--- src/rover_pkg.sv ---
package rover_pkg;

   //////////////////////////////////////////////////
   // move command word

   // width of one move command as sent over ir
   localparam int cmd_bits = 12;

   // opcodes carried in the top nibble
   // anything other than drive or turn is a no-op
   typedef enum logic [3:0] {
      op_drive = 4'd0,
      op_turn  = 4'd1
   } cmd_op_t;

   // drive view, both motors on for distance steps
   typedef struct packed {
      cmd_op_t    op;
      logic [7:0] distance;
   } drive_view_t;

   // turn view, one motor on for angle steps
   // side 0 runs the right motor (turn left)
   // side 1 runs the left motor (turn right)
   typedef struct packed {
      cmd_op_t    op;
      logic       side;
      logic [6:0] angle;
   } turn_view_t;

   // one 12-bit word, read through the view its op selects
   typedef union packed {
      drive_view_t drive;
      turn_view_t  turn;
   } move_cmd_t;

   //////////////////////////////////////////////////
   // ir pulse classification, all in ticks

   // high pulse at least this long marks a frame start
   localparam int start_ticks = 8;
   // data pulse of one_ticks up to start_ticks-1 is a one, shorter is a zero
   localparam int one_ticks = 3;
   // low gap this long inside a frame aborts it
   localparam int gap_timeout_ticks = 16;
   // tick counters saturate at 31
   localparam int tick_count_bits = 5;

endpackage
--- src/rover_drive_top.sv ---
module rover_drive_top
   import rover_pkg::*;
#(
   parameter int tick_cycles = 10000,
   parameter int step_cycles = 100000,
   parameter int fifo_depth  = 4
) (
   input  logic clk100_mhz,
   input  logic reset,
   input  logic ir_in,
   output logic motor_l,
   output logic motor_r,
   output logic moving,
   output logic frame_error,
   output logic overflow
);

   // receiver to fifo
   logic      cmd_strobe;
   move_cmd_t cmd;

   // fifo to motor stream
   move_cmd_t head;
   logic      available;
   logic      take;

   ir_command_receiver #(
      .tick_cycles(tick_cycles)
   ) receiver (
      .clk100_mhz (clk100_mhz),
      .reset      (reset),
      .ir_in      (ir_in),
      .cmd_strobe (cmd_strobe),
      .cmd        (cmd),
      .frame_error(frame_error)
   );

   // no back pressure, a full fifo drops and flags
   command_fifo #(
      .fifo_depth(fifo_depth)
   ) cmd_fifo (
      .clk100_mhz(clk100_mhz),
      .reset     (reset),
      .cmd_strobe(cmd_strobe),
      .cmd       (cmd),
      .take      (take),
      .head      (head),
      .available (available),
      .overflow  (overflow)
   );

   motor_signal_stream #(
      .step_cycles(step_cycles)
   ) motor_stream (
      .clk100_mhz(clk100_mhz),
      .reset     (reset),
      .head      (head),
      .available (available),
      .take      (take),
      .motor_l   (motor_l),
      .motor_r   (motor_r),
      .moving    (moving)
   );

endmodule

--- src/motor_signal_stream.sv ---
module motor_signal_stream
   import rover_pkg::*;
#(
   parameter int step_cycles = 100000
) (
   input  logic      clk100_mhz,
   input  logic      reset,
   input  move_cmd_t head,
   input  logic      available,
   output logic      take,
   output logic      motor_l,
   output logic      motor_r,
   output logic      moving
);

   localparam int presc_bits = $clog2(step_cycles + 1);

   // stream states
   localparam logic [1:0] s_idle = 2'd0;
   localparam logic [1:0] s_run  = 2'd1;
   localparam logic [1:0] s_rest = 2'd2;

   logic [1:0]            state;
   logic                  dec_l;
   logic                  dec_r;
   logic [7:0]            dec_amount;
   logic                  sel_l;
   logic                  sel_r;
   logic [7:0]            steps_left;
   logic [presc_bits-1:0] step_presc;
   logic                  step_done;

   //////////////////////////////////////////////////
   // command decode

   // op picks which union view the low byte is read through
   always_comb begin
      dec_l      = 1'b0;
      dec_r      = 1'b0;
      dec_amount = '0;
      case (head.drive.op)
         op_drive: begin
            dec_l      = 1'b1;
            dec_r      = 1'b1;
            dec_amount = head.drive.distance;
         end
         op_turn: begin
            dec_l      = head.turn.side;
            dec_r      = ~head.turn.side;
            dec_amount = {1'b0, head.turn.angle};
         end
         // unknown ops leave amount at zero and are dropped
         default: dec_amount = '0;
      endcase
   end

   // pop as soon as a command waits and we are idle
   assign take = (state == s_idle) && available;

   //////////////////////////////////////////////////
   // episode timing

   assign step_done = (step_presc == presc_bits'(step_cycles - 1));

   always_ff @(posedge clk100_mhz) begin
      if (reset) begin
         state      <= s_idle;
         sel_l      <= 1'b0;
         sel_r      <= 1'b0;
         steps_left <= '0;
         step_presc <= '0;
      end else begin
         case (state)
            s_idle: begin
               // zero amounts are consumed and nothing plays
               if (take && (dec_amount != '0)) begin
                  sel_l      <= dec_l;
                  sel_r      <= dec_r;
                  steps_left <= dec_amount;
                  step_presc <= '0;
                  state      <= s_run;
               end
            end
            s_run: begin
               if (step_done) begin
                  step_presc <= '0;
                  if (steps_left == 8'd1) begin
                     state <= s_rest;
                  end else begin
                     steps_left <= steps_left - 1'b1;
                  end
               end else begin
                  step_presc <= step_presc + 1'b1;
               end
            end
            // one quiet cycle between episodes
            s_rest:  state <= s_idle;
            default: state <= s_idle;
         endcase
      end
   end

   // lines drop together when run ends
   assign moving  = (state == s_run);
   assign motor_l = moving & sel_l;
   assign motor_r = moving & sel_r;

endmodule

--- src/command_fifo.sv ---
module command_fifo
   import rover_pkg::*;
#(
   parameter int fifo_depth = 4
) (
   input  logic      clk100_mhz,
   input  logic      reset,
   input  logic      cmd_strobe,
   input  move_cmd_t cmd,
   input  logic      take,
   output move_cmd_t head,
   output logic      available,
   output logic      overflow
);

   localparam int ptr_bits   = (fifo_depth > 1) ? $clog2(fifo_depth) : 1;
   localparam int count_bits = $clog2(fifo_depth + 1);

   move_cmd_t             mem [fifo_depth];
   logic [ptr_bits-1:0]   wr_ptr;
   logic [ptr_bits-1:0]   rd_ptr;
   logic [count_bits-1:0] count;
   logic                  full;
   logic                  push;
   logic                  pop;

   // pointer step with wrap for any depth
   function automatic logic [ptr_bits-1:0] next_ptr(input logic [ptr_bits-1:0] ptr);
      if (ptr == ptr_bits'(fifo_depth - 1)) begin
         return '0;
      end
      return ptr + 1'b1;
   endfunction

   assign full      = (count == count_bits'(fifo_depth));
   assign available = (count != '0);
   assign head      = mem[rd_ptr];

   // a pop frees the slot the write needs, even when full
   assign pop      = take && available;
   assign push     = cmd_strobe && (!full || pop);
   assign overflow = cmd_strobe && !push;

   always_ff @(posedge clk100_mhz) begin
      if (push) mem[wr_ptr] <= cmd;
   end

   always_ff @(posedge clk100_mhz) begin
      if (reset) begin
         wr_ptr <= '0;
         rd_ptr <= '0;
         count  <= '0;
      end else begin
         if (push) wr_ptr <= next_ptr(wr_ptr);
         if (pop) rd_ptr <= next_ptr(rd_ptr);
         case ({push, pop})
            2'b10:   count <= count + 1'b1;
            2'b01:   count <= count - 1'b1;
            default: count <= count;
         endcase
      end
   end

endmodule

--- src/ir_command_receiver.sv ---
module ir_command_receiver
   import rover_pkg::*;
#(
   parameter int tick_cycles = 10000
) (
   input  logic      clk100_mhz,
   input  logic      reset,
   input  logic      ir_in,
   output logic      cmd_strobe,
   output move_cmd_t cmd,
   output logic      frame_error
);

   localparam int presc_bits = $clog2(tick_cycles + 1);

   // receiver states
   localparam logic [1:0] s_idle  = 2'd0;
   localparam logic [1:0] s_start = 2'd1;
   localparam logic [1:0] s_data  = 2'd2;
   localparam logic [1:0] s_gap   = 2'd3;

   logic [1:0]                 state;
   logic                       ir_q;
   logic                       rise;
   logic                       fall;
   logic                       level_change;
   logic [presc_bits-1:0]      presc;
   logic                       tick;
   logic [tick_count_bits-1:0] width_cnt;
   logic [tick_count_bits-1:0] width_next;
   logic [cmd_bits-1:0]        shift_reg;
   logic [3:0]                 bit_cnt;
   logic                       data_bit;

   //////////////////////////////////////////////////
   // pulse width measurement

   assign rise         = ir_in & ~ir_q;
   assign fall         = ~ir_in & ir_q;
   assign level_change = rise | fall;

   // tick on the last cycle of each prescaler period
   assign tick = (presc == presc_bits'(tick_cycles - 1));

   // width including a tick that completes this cycle, saturating
   always_comb begin
      if (tick && (width_cnt != '1)) begin
         width_next = width_cnt + 1'b1;
      end else begin
         width_next = width_cnt;
      end
   end

   // short pulses are zeros, medium pulses are ones
   assign data_bit = (width_next >= one_ticks);

   // every level change restarts both counters
   // so a partial tick at the end of a pulse is dropped
   always_ff @(posedge clk100_mhz) begin
      if (reset) begin
         ir_q      <= 1'b0;
         presc     <= '0;
         width_cnt <= '0;
      end else begin
         ir_q <= ir_in;
         if (level_change) begin
            presc     <= '0;
            width_cnt <= '0;
         end else begin
            presc     <= tick ? '0 : presc + 1'b1;
            width_cnt <= width_next;
         end
      end
   end

   //////////////////////////////////////////////////
   // frame state machine

   always_ff @(posedge clk100_mhz) begin
      if (reset) begin
         state       <= s_idle;
         bit_cnt     <= '0;
         cmd_strobe  <= 1'b0;
         frame_error <= 1'b0;
      end else begin
         // strobes are single cycle
         cmd_strobe  <= 1'b0;
         frame_error <= 1'b0;
         case (state)
            s_idle: begin
               if (rise) state <= s_start;
            end
            s_start: begin
               // too short for a start, back to waiting
               if (fall) begin
                  if (width_next >= start_ticks) begin
                     bit_cnt <= '0;
                     state   <= s_gap;
                  end else begin
                     state <= s_idle;
                  end
               end
            end
            s_gap: begin
               if (rise) begin
                  state <= s_data;
               end else if (width_next >= gap_timeout_ticks) begin
                  // sender went quiet mid frame
                  frame_error <= 1'b1;
                  state       <= s_idle;
               end
            end
            s_data: begin
               if (fall) begin
                  if (width_next >= start_ticks) begin
                     // a fresh start pulse, begin the frame over
                     bit_cnt <= '0;
                     state   <= s_gap;
                  end else if (bit_cnt == cmd_bits - 1) begin
                     cmd_strobe <= 1'b1;
                     state      <= s_idle;
                  end else begin
                     bit_cnt <= bit_cnt + 1'b1;
                     state   <= s_gap;
                  end
               end
            end
            default: state <= s_idle;
         endcase
      end
   end

   // msb first shift, word handed out with the last bit
   always_ff @(posedge clk100_mhz) begin
      if ((state == s_data) && fall && (width_next < start_ticks)) begin
         shift_reg <= {shift_reg[cmd_bits-2:0], data_bit};
         if (bit_cnt == cmd_bits - 1) begin
            cmd <= {shift_reg[cmd_bits-2:0], data_bit};
         end
      end
   end

endmodule

--- config.mk ---
export PLATFORM = sky130hd
export DESIGN_NAME = rover_drive_top
export DESIGN_NICKNAME = d
export VERILOG_FILES = /design/src/rover_pkg.sv /design/src/rover_drive_top.sv /design/src/motor_signal_stream.sv /design/src/command_fifo.sv /design/src/ir_command_receiver.sv
export SDC_FILE = /design/constraint.sdc
export NUM_CORES = 1
export LEC_CHECK = 0
export ABC_AREA = 1
export BUFFER_PORTS_ARGS = -buffer_cell sky130_fd_sc_hd__buf_4
export CELL_PAD_IN_SITES_DETAIL_PLACEMENT = 0
export CELL_PAD_IN_SITES_GLOBAL_PLACEMENT = 1
export CORE_ASPECT_RATIO = 1.1
export CORE_MARGIN = 5
export CORE_UTILIZATION = 40
export CTS_CLUSTER_SIZE = 14
export DETAILED_ROUTE_END_ITERATION = 16
export PLACE_DENSITY = 0.81
export SLEW_MARGIN = 30
export SYNTH_ARGS = -nofsm -noshare
export SYNTH_HDL_FRONTEND = slang
export SYNTH_HIERARCHICAL = 1
export SYNTH_SLANG_ARGS = --single-unit
--- constraint.sdc ---
create_clock -name clk100_mhz -period 2.55 [get_ports clk100_mhz]
set_input_delay 0.255 -clock clk100_mhz [delete_from_list [all_inputs] [get_ports clk100_mhz]]
set_output_delay 0.255 -clock clk100_mhz [all_outputs]
set_load 0.02 [all_outputs]
* Word-level counts from Yosys, hierarchy flattened *
Memory sizes are Yosys's and may differ from the RTL's. A register that Yosys moved wholly into a read port is not among the register bits.
Cells that the tools add are included.

word-level totals
  bits in registers = 87
  bits in writable memories = 48
  input bits = 3
  output and inout bits = 5
  logic and storage cells = 144
  memories = 1

operators by class
  add/subtract/negate cells = 9
  $lt $le $gt $ge = 4
  eq/ne operators = 25
  muxes and demuxes = 47
  bitwise gates (word level) = 11
  reduce and logical (&&, ||, !) cells = 30

memory list
  memory        depth  bits a word  rd ports  clocked after Yosys merged registers in  wr ports  line                text
  cmd_fifo.mem  4      12           1         1                                        1         command_fifo.sv:19  move_cmd_t mem [fifo_depth];

operators by type and width
  cell                                                   number
  2-to-1 mux 17 bit                                      2
  2-to-1 mux 2 bit                                       17
  one-hot mux 17 bit (2 select lines)                    1
  one-hot mux 8 bit (2 select lines)                     2
  2-to-1 mux 8 bit                                       3
  2-to-1 mux 4 bit                                       5
  adder 17 x 1 -> 17 bit, second input constant          1
  == test 17 bit, second input constant                  1
  adder 14 x 1 -> 14 bit, second input constant          1
  == test 14 bit, second input constant                  1
  == test 2 bit, second input constant                   5
  2-to-1 mux 1 bit                                       10
  == test 8 x 1 -> 1 bit, second input constant          1
  logical AND 1 bit                                      8
  inequality test 2 x 1 -> 1 bit, second input constant  4
  inequality test 2 bit, second input constant           4
  one-hot mux 2 bit (4 select lines)                     1
  one-hot mux 4 bit (2 select lines)                     1
  AND reduction 4 bit                                    2
  nonzero test 8 bit                                     1
  subtractor 8 x 1 -> 8 bit, second input constant       1
  == test 2 x 1 -> 1 bit, second input constant          3
  NOT 1 bit                                              6
  one-hot mux 3 bit (2 select lines)                     1
  32 further kinds                                       44

* Longest topological paths before layout *
Gate-level depths: netlist (run 1).

  depth in word-level cells = 8
  mapped depth = 17
  gate-level depth less buffers = 17

* By module *
Netlist (run 1), hierarchy kept.

by module, submodules not included
  module               times used  cells each  area each (um^2)  sequential area each (um^2)
  command_fifo         1           182         2296.0            1621.6
  ir_command_receiver  1           240         2248.4            1251.2
  motor_signal_stream  1           293         1893.1            580.6

* Worst setup path before layout (run 1) *
OpenSTA, ideal clock, no wires.

  path type = reg-to-reg
  from = reg receiver.width_cnt[0]
  to = reg receiver/cmd[0] in the netlist's numbering, enable pin
  setup time = 396 ps
  arrival = 2288 ps
  required time = 2154 ps
  setup slack = -134 ps
  cell stages (with the launch flop) = 12
  path buffers = 0
  clock period less this slack = 2684 ps
  cell sequence = dfxtp_1 > ha_1 > inv_1 > nor2_1 > ha_1 > inv_1 > nand3_1 > nor2_1 > nand3_1 > nand2_4 > nand2_4 > nor3_1

on the way
  cells in the longest elaborated chain, start to end = 6
  elaborated cells on any way between the ends = 7
  classes of those cells = 1 x add/sub; 1 x order compare; 1 x eq/ne; 1 x mux; 3 x reduce/logical

RTL lines
  item                                                                          line                        text
  from (decl)                                                                   ir_command_receiver.sv:29   logic [tick_count_bits-1:0] width_cnt;
  from (signal assigned)                                                        ir_command_receiver.sv:71   width_cnt <= width_next;
  parallel branches: the longest is 2 deep, another holds adder 5 x 1 -> 5 bit  --
  2-to-1 mux 5 bit (*)                                                          ir_command_receiver.sv:47   if (tick && (width_cnt != '1)) begin
  less-than comparator 5 x 4 -> 1 bit (*)                                       ir_command_receiver.sv:135  if ((state == s_data) && fall && (width_next < start_ticks)) begin
  logical AND 1 bit (*)                                                         ir_command_receiver.sv:135
  AND reduction 2 bit (no line) (*)                                             --
  to (signal assigned)                                                          ir_command_receiver.sv:138  cmd <= {shift_reg[cmd_bits-2:0], data_bit};
  to (decl)                                                                     ir_command_receiver.sv:10   output move_cmd_t cmd,

Every way passes the cells marked *.
A chain may end at the register's enable or synchronous reset.

* Final worst setup path (run 1) *
  from = reg motor_stream.state[0]
  to = out motor_r

on the way
  cells in the longest elaborated chain, start to end = 2

RTL lines
  item                    line                        text
  from (decl)             motor_signal_stream.sv:23   logic [1:0] state;
  from (signal assigned)  motor_signal_stream.sv:67   state <= s_idle;
  from (signal assigned)  motor_signal_stream.sv:81   state <= s_run;
  from (signal assigned)  motor_signal_stream.sv:88   state <= s_rest;
  == test 2 x 1 -> 1 bit  motor_signal_stream.sv:104  assign moving = (state == s_run);
  bitwise AND 1 bit       motor_signal_stream.sv:106  assign motor_r = moving & sel_r;
  to (decl)               rover_drive_top.sv:12       output logic motor_r,

No other way between the ends.

==> results of run 1 <==
through the flow:
| stage | cell area [µm²] | setup WS [ps] |
|---|---|---|
| after floorplan | 6440 | 239 |
| after global placement | 6760 | 368 |
| after detailed placement | 6760 | 307 |
| after CTS | 7290 | 176 |
| after global routing | 7340 | 64.3 |
| final | 7340 | 201 |
path summary, 6_finish.rpt:
kind | end | from
hold / removal | receiver/ir_q$_SDFF_PP0_ | ir_in
setup / recovery | motor_r | motor_stream/state[0]$_SDFFE_PP0P_
setup reg to reg | motor_stream/step_presc[14]$_SDFFE_PP0P_ | flip-flop
hold reg to reg | receiver/cmd[11]$_DFFE_PP_ | receiver/shift_reg[10]$_DFFE_PP_
power by group through the flow:
| stage | clock, µW | combinational [µW] | sequential (µW) |
|---|---|---|---|
| floorplan | 0 | 203 | 2380 |
| global placement | 0 | 254 | 2380 |
| global route | 2360 | 300 | 2340 |
| finish | 2180 | 259 | 2340 |
| CTS | 2240 | 259 | 2340 |
| detailed placement | 0 | 257 | 2380 |
worst reg2reg max path, delay by kind of cell, from the launching register on:
| kind | cells | cell delay, ps |
|---|---|---|
| buffers and inverters | 3 | 730 |
| AND/OR/NAND/NOR | 6 | 620 |
| AO/OA/AOI/OAI | 3 | 460 |
| flip-flops | 1 | 380 |
routing by layer:
layer,vias to the layer above,GRT usage
met3,19,0.0385
met1,2290,0.185
li1,2460,-
met2,81,0.258
met5,-,0
met4,0,0.0563
synthesized netlist by cell type (2+ instances only):
master | count | area share
o21a_1 | 2 | 0.0023
nor4_1 | 3 | 0.0029
o211ai_1 | 2 | 0.0023
nand3_2 | 2 | 0.0031
nor3_1 | 8 | 0.0062
nand4_1 | 19 | 0.018
xor2_1 | 7 | 0.0095
buf_4 | 2 | 0.0023
nand2_2 | 7 | 0.0068
edfxtp_1 | 71 | 0.33
nand3_4 | 3 | 0.0082
o21ai_0 | 50 | 0.039
nand3_1 | 56 | 0.044
a21oi_1 | 37 | 0.029
nor2_2 | 9 | 0.0087
nor2_1 | 101 | 0.059
xnor2_1 | 2 | 0.0027
ha_1 | 14 | 0.027
buf_2 | 5 | 0.0039
buf_6 | 2 | 0.0035
nand2_4 | 11 | 0.019
inv_1 | 91 | 0.053
or2_2 | 2 | 0.0019
o21ai_1 | 3 | 0.0023
o22ai_1 | 13 | 0.013
inv_2 | 4 | 0.0023
clkbuf_1 | 5 | 0.0029
dfxtp_1 | 66 | 0.21
nand2_1 | 100 | 0.058
nor2_4 | 5 | 0.0087
repair_timing:
action,in CTS,in global routing
endpoints found under the setup margin,0,7
hold buffers,0,0
buffers inserted,0,5
gates resized for setup,0,3
area by class of cell:
cell class	count	area, µm²
Clock buffer	18	429
Clock inverter	14	97.6
Fill cell	1477	8400
Inverter	95	360
Multi-Input combinational cell	469	2550
Sequential cell	137	3450
Tap cell	200	250
Timing Repair Buffer	25	191
Timing Repair inverter	1	5.00
kinds of logic (layout without fill, tap and decap cells):
kind of cell | count (synthesis) | in the layout | synth area share
xor gates and xnor gates | 9 | 9 | 0.0122
adders and majority gates | 15 | 15 | 0.0303
muxes | 1 | 1 | 0.00155
AOI/OAI and AO/OA | 113 | 113 | 0.0968
and+or+nand+nor | 331 | 331 | 0.255
buffers and inverters | 109 | 153 | 0.0680
DFF | 137 | 137 | 0.536
==> qor.csv, run 1 <==
metric;value;unit
gp_congestion;0.830;
powerDensity;651;nW/µm²
worstSetupEndpointType;output port;
worstPathArrival;2090;ps
grt_pass1_wl;22.6;mm
reg_top3;cmd_fifo/mem (48), motor_stream/step_presc (17), receiver/presc (14);
layout_commonest_cell;nor2_1;
syn-num-nets;733;
cts_root_buffer;clkbuf_16;
placedCellCount;921;
rr_worst_depth;12;
drt-total-wl;13.3;mm
wl_per_cell;13.8;µm
grt_max_degree;25;
ios;8;
area_growth_syn_to_layout;14.0;%
numCtsBuffers;17;
cpMostUsedCell;inv_1;
cts.path.max_buffers;2;
tightest_slew;703;ps
routed.top_layer;met4;
fin_worst_skew;8.70;ps
vias;4850;
netlist_instances;715;
critical_path.slowest_cell;inv_1;
clk_pin_slew;60;ps
finalCoreUtilization;0.466;
core;15700;µm²
setup_violations;0;
avgSynthCellArea;9.00;µm²
seq_power_share;0.489;
die_area;18700;µm²
required;2300;ps
rrSetupSlack;280;ps
finalHoldViolCount;0;
async_reset_ff_frac;0;
rows;48;
grt_usage;0.152;
ir_worst_vdd;0.456;mV
max-slew-margin-rel;0.531;
antenna_found_initial;0;
drc_errors;0;
status;finished clean;
cts_tree;done;
crit_path_cell_trace;inv_1, nor2_4, inv_1, nor2_1, buf_4;
wl_met3;391;µm
max_stage_delay;430;ps
dp.final_hpwl;9.31;mm
max_flop_register;cmd_fifo/mem;
start_util;0.409;
die_width;131;µm
crit_fanout;22;
path_class;reg2out;
intPower;3640;µW
synth_cell_types;43;
max_freq;0.426;GHz
wl_met2;6.80;mm
hold-worst-slack;94.1;ps
netlist_area;6440;µm²
ys_ff_latch;137;
initialDrtViolationCount;230;
final_cell_mix;nor2_1, nand2_1, inv_1, edfxtp_1, dfxtp_1;
final_cells;959;
synth_ff_type;edfxtp_1;
dr.pass1.iters;6;
clk_latency;420;ps
min_period;2350;ps
yosysWarnings;6;
switching_share;0.238;
cts_num_sinks;137;
cp.depth;5;
combPwrFrac;0.054;
clock_power_share;0.457;
synth_edf_count;71;
grt_setup_unrepaired;no;
finalCritPeriodShare;0.921;
via_per_inst;5.06;
min_path_type;in2reg;
port_buffers;7;
die_h;143;µm
p_leak;0.00286;µW
final_max_slew_viol_count;0;
maxCapViolations;0;
drive_gt1_frac;0.138;
hold_path_depth;3;
start_kind;flip-flop;
cts_max_level;4;
ant_nets;0;
num_antenna_cells;0;
power;4780;µW
wl_met1;5.87;mm
yosysSeqAreaShare;0.536;
finalNetCount;764;
path_buf_inv;3;
cp_top_family;buffers and inverters;
grt_pass1_vias;4768;
p_switching;1140;µW
setup-tns-final;0;ps
gr-total-overflow;0;
largest_reg_flops;48;
Note: power is estimated with default switching activity, not from simulation.
==> run 2, diff against run 1 <==
Settings changed: ABC_AREA 1 to 0, PLACE_DENSITY 0.81 to 0.79, TNS_END_PERCENT set to 10.
==> run 2 against run 1 <==
Compared with the run above:
- clock-buffer cell count fell by 1
- core utilization rose by 0.59 points
- highest routed layer unchanged
- routed wire length fell by 16%
- clock power rose by 18%
- sequential share of layout area rose by 1.7 points
- cell count fell by 21%
- clock skew rose by 1.9 ps
- design area fell by 3.5%
- first-iteration DRC count rose by 26%
- via count fell by 17%
- register-to-register slack got worse by 160 ps
- largest power group is now clock
- synthesized area fell by 5.6%
==> qor.csv, run 2 <==
metric;value;unit;change
largest_reg_flops;48;;unchanged
yosysTopAreaCell;edfxtp_1;;
area_growth_syn_to_layout;16.5;%;
core;15000;µm²;-4.7%
powerDensity;695;nW/µm²;+6.8%
grt_max_degree;27;;+8.0%
finalHoldViolCount;0;;unchanged
max_stage_delay;360;ps;-70 ps
cpMostUsedCell;ha_1;;
p_leak;0.00242;µW;-15%
worstPathArrival;2780;ps;+690 ps
max_freq;0.412;GHz;-3.3%
netlist_instances;526;;-26%
num_antenna_cells;0;;unchanged
maxCapViolations;0;;unchanged
drc_errors;0;;unchanged
min_period;2430;ps;+79.9 ps
reg_top3;cmd_fifo/mem (48), motor_stream/step_presc (17), receiver/presc (14);;
grt_setup_unrepaired;no;;
cts.path.max_buffers;2;;unchanged
yosysSeqAreaShare;0.568;;+0.0317
ant_nets;0;;unchanged
start_util;0.405;;-0.00377
status;finished clean;;
finalNetCount;571;;-25%
ys_ff_latch;137;;unchanged
path_class;reg2reg;;
crit_path_cell_trace;ha_1, and3_1, ha_1, nor4b_4, nand4_4, mux2_4, buf_4, or3_1, o211ai_2;;
max_flop_register;cmd_fifo/mem;;
placed_area;6450;µm²;-4.5%
gr-total-overflow;0;;unchanged
cts_tree;done;;
yosysWarnings;6;;unchanged
die_width;128;µm;-2.6%
setup_violations;0;;unchanged
synth_edf_count;71;;unchanged
layout_commonest_cell;edfxtp_1;;
ios;8;;unchanged
initialDrtViolationCount;289;;+26%
vias;4034;;-17%
min_path_type;in2reg;;
cts_root_buffer;clkbuf_16;;
placedCellCount;730;;-21%
max-slew-margin-rel;0.398;;-0.132
synth_top_area_frac;0.351;;+0.0196
finalCritPeriodShare;0.952;;+0.0313
avgSynthCellArea;11.6;µm²;+28%
final_cell_mix;edfxtp_1, dfxtp_1, nor2_1, a21oi_1, nand3_1;;
port_buffers;7;;unchanged
fin_ws;121;ps;-79.9 ps
async_reset_ff_frac;0;;unchanged
final_max_slew_viol_count;0;;unchanged
gp_congestion;0.820;;-1.1%
finalCoreUtilization;0.472;;+0.00590
syn-num-nets;544;;-26%
final_area;7080;µm²;-3.5%
start_kind;flip-flop;;
wl_met2;5.69;mm;-16%
grt_pass1_vias;3965;;-17%
wl_met1;4.94;mm;-16%
final_cells;762;;-21%
cts_max_level;4;;unchanged
wl_met3;355;µm;-9.2%
drt-total-wl;11.2;mm;-16%
grt_pass1_wl;19.2;mm;-15%
numCtsBuffers;17;;unchanged
rows;47;;-2.1%
synth_common_cells;edfxtp_1, dfxtp_1, nor2_1;;
dp.final_hpwl;7.54;mm;-19%
clk_pin_slew;60;ps;about the same
crit_fanout;9;;-59%
wl_per_cell;14.7;µm;+6.3%
drive_gt1_frac;0.159;;+0.0207
netlist_area;6080;µm²;-5.6%
required;2900;ps;+600 ps
synth_cell_types;62;;+44%
via_per_inst;5.29;;+4.7%
ir_worst_vdd;0.478;mV;+4.8%
synthTopCellsByArea;edfxtp_1, dfxtp_1, mux4_2;;
grt_usage;0.135;;-0.0167
synth_most_common_cell;edfxtp_1;;
cp_top_family;simple AND/OR/NAND/NOR gates;;
cts_num_sinks;137;;unchanged
dr.pass1.iters;5;;-1
post_cts_buffers;0;;unchanged
synth_ff_type;edfxtp_1;;
worstSetupEndpointType;flip-flop;;
tightest_slew;901;ps;+198 ps
fin_worst_skew;10.6;ps;+1.92 ps
die_h;139;µm;-2.6%
antenna_found_initial;0;;unchanged
dp_slack;6.70;ps;-300 ps
critical_path.slowest_cell;or3_1;;
power;4920;µW;+3.0%
path_buf_inv;1;;-2
routed.top_layer;met4;;
die_area;17800;µm²;-5.2%
clk_latency;420;ps;about the same
run 2: cell types whose count changed after synthesis, moves of 14 or more:
cell,change
nor2_1,-58
inv_1,-70
o21ai_0,-36
nand2_1,-73
nand3_1,-27
nand2b_1,+14
run 2: cell families (layout without fill, tap and decap cells):
family | count (synthesis) | after routing | share of synthesized area
DFF | 137 | 137 | 0.568
muxes | 17 | 17 | 0.0535
AOI/OAI and AO/OA | 92 | 92 | 0.0980
and+or+nand+nor | 201 | 201 | 0.186
xor gates and xnor gates | 23 | 23 | 0.0331
adders and majority gates | 15 | 15 | 0.0321
buffers and inverters | 41 | 81 | 0.0294
run 2: area by class of cell:
type	instances	area (µm²)
timing repair buffer	28	214
clock inverter	15	198
tap	196	245
inverter	21	78.8
multi-input combinational	348	2470
clock buffer	17	425
sequential	137	3450
fill	1326	7910
run 2: worst paths after layout:
path | slack, ps | startpoint | depth (start not counted) | endpoint
max | 120 | receiver/width_cnt[1]$_SDFF_PP0_ | 9 | receiver/state[1]$_SDFFE_PP0P_
min | 80 | ir_in | 3 | receiver/ir_q$_SDFF_PP0_
max reg2reg | 120 | receiver/width_cnt[1]$_SDFF_PP0_ | 9 | receiver/state[1]$_SDFFE_PP0P_
min reg2reg | 420 | receiver/shift_reg[10]$_DFFE_PP_ | 0 | receiver/cmd[11]$_DFFE_PP_
run 2: report_power, final:
group	switching, µW	internal (µW)
clock network	1070	1500
registers	4.35	2300
logic	32.4	15.8
total	1100	3820
run 2: worst reg2reg max path, stage by stage, from the launching register on:
cell	delay, ps
dfxtp_1	350
ha_1	210
and3_1	180
ha_1	220
nor4b_4	330
nand4_4	140
mux2_4	340
buf_4	170
or3_1	360
o211ai_2	80
run 2: stage by stage:
step                      TNS, ps  hold WS, ps
after detailed placement        0          405
after global placement          0          408
after global routing            0          105
after CTS                       0         70.3
after floorplan              -545          324
final                           0         83.9
run 2: timing repair:
item                                    in CTS  in global routing
hold buffers                                 0                  0
endpoints found under the hold margin        0                  0
endpoints found under the setup margin       1                 15
gates resized for setup                      1                  1
run 2: metal layers:
| metal | vias to the layer above | global-route usage |
|---|---|---|
| li1 | 2037 | - |
| met1 | 1908 | 0.164 |
| met2 | 72 | 0.224 |
| met3 | 17 | 0.0372 |
| met4 | 0 | 0.0610 |
| met5 | - | 0 |
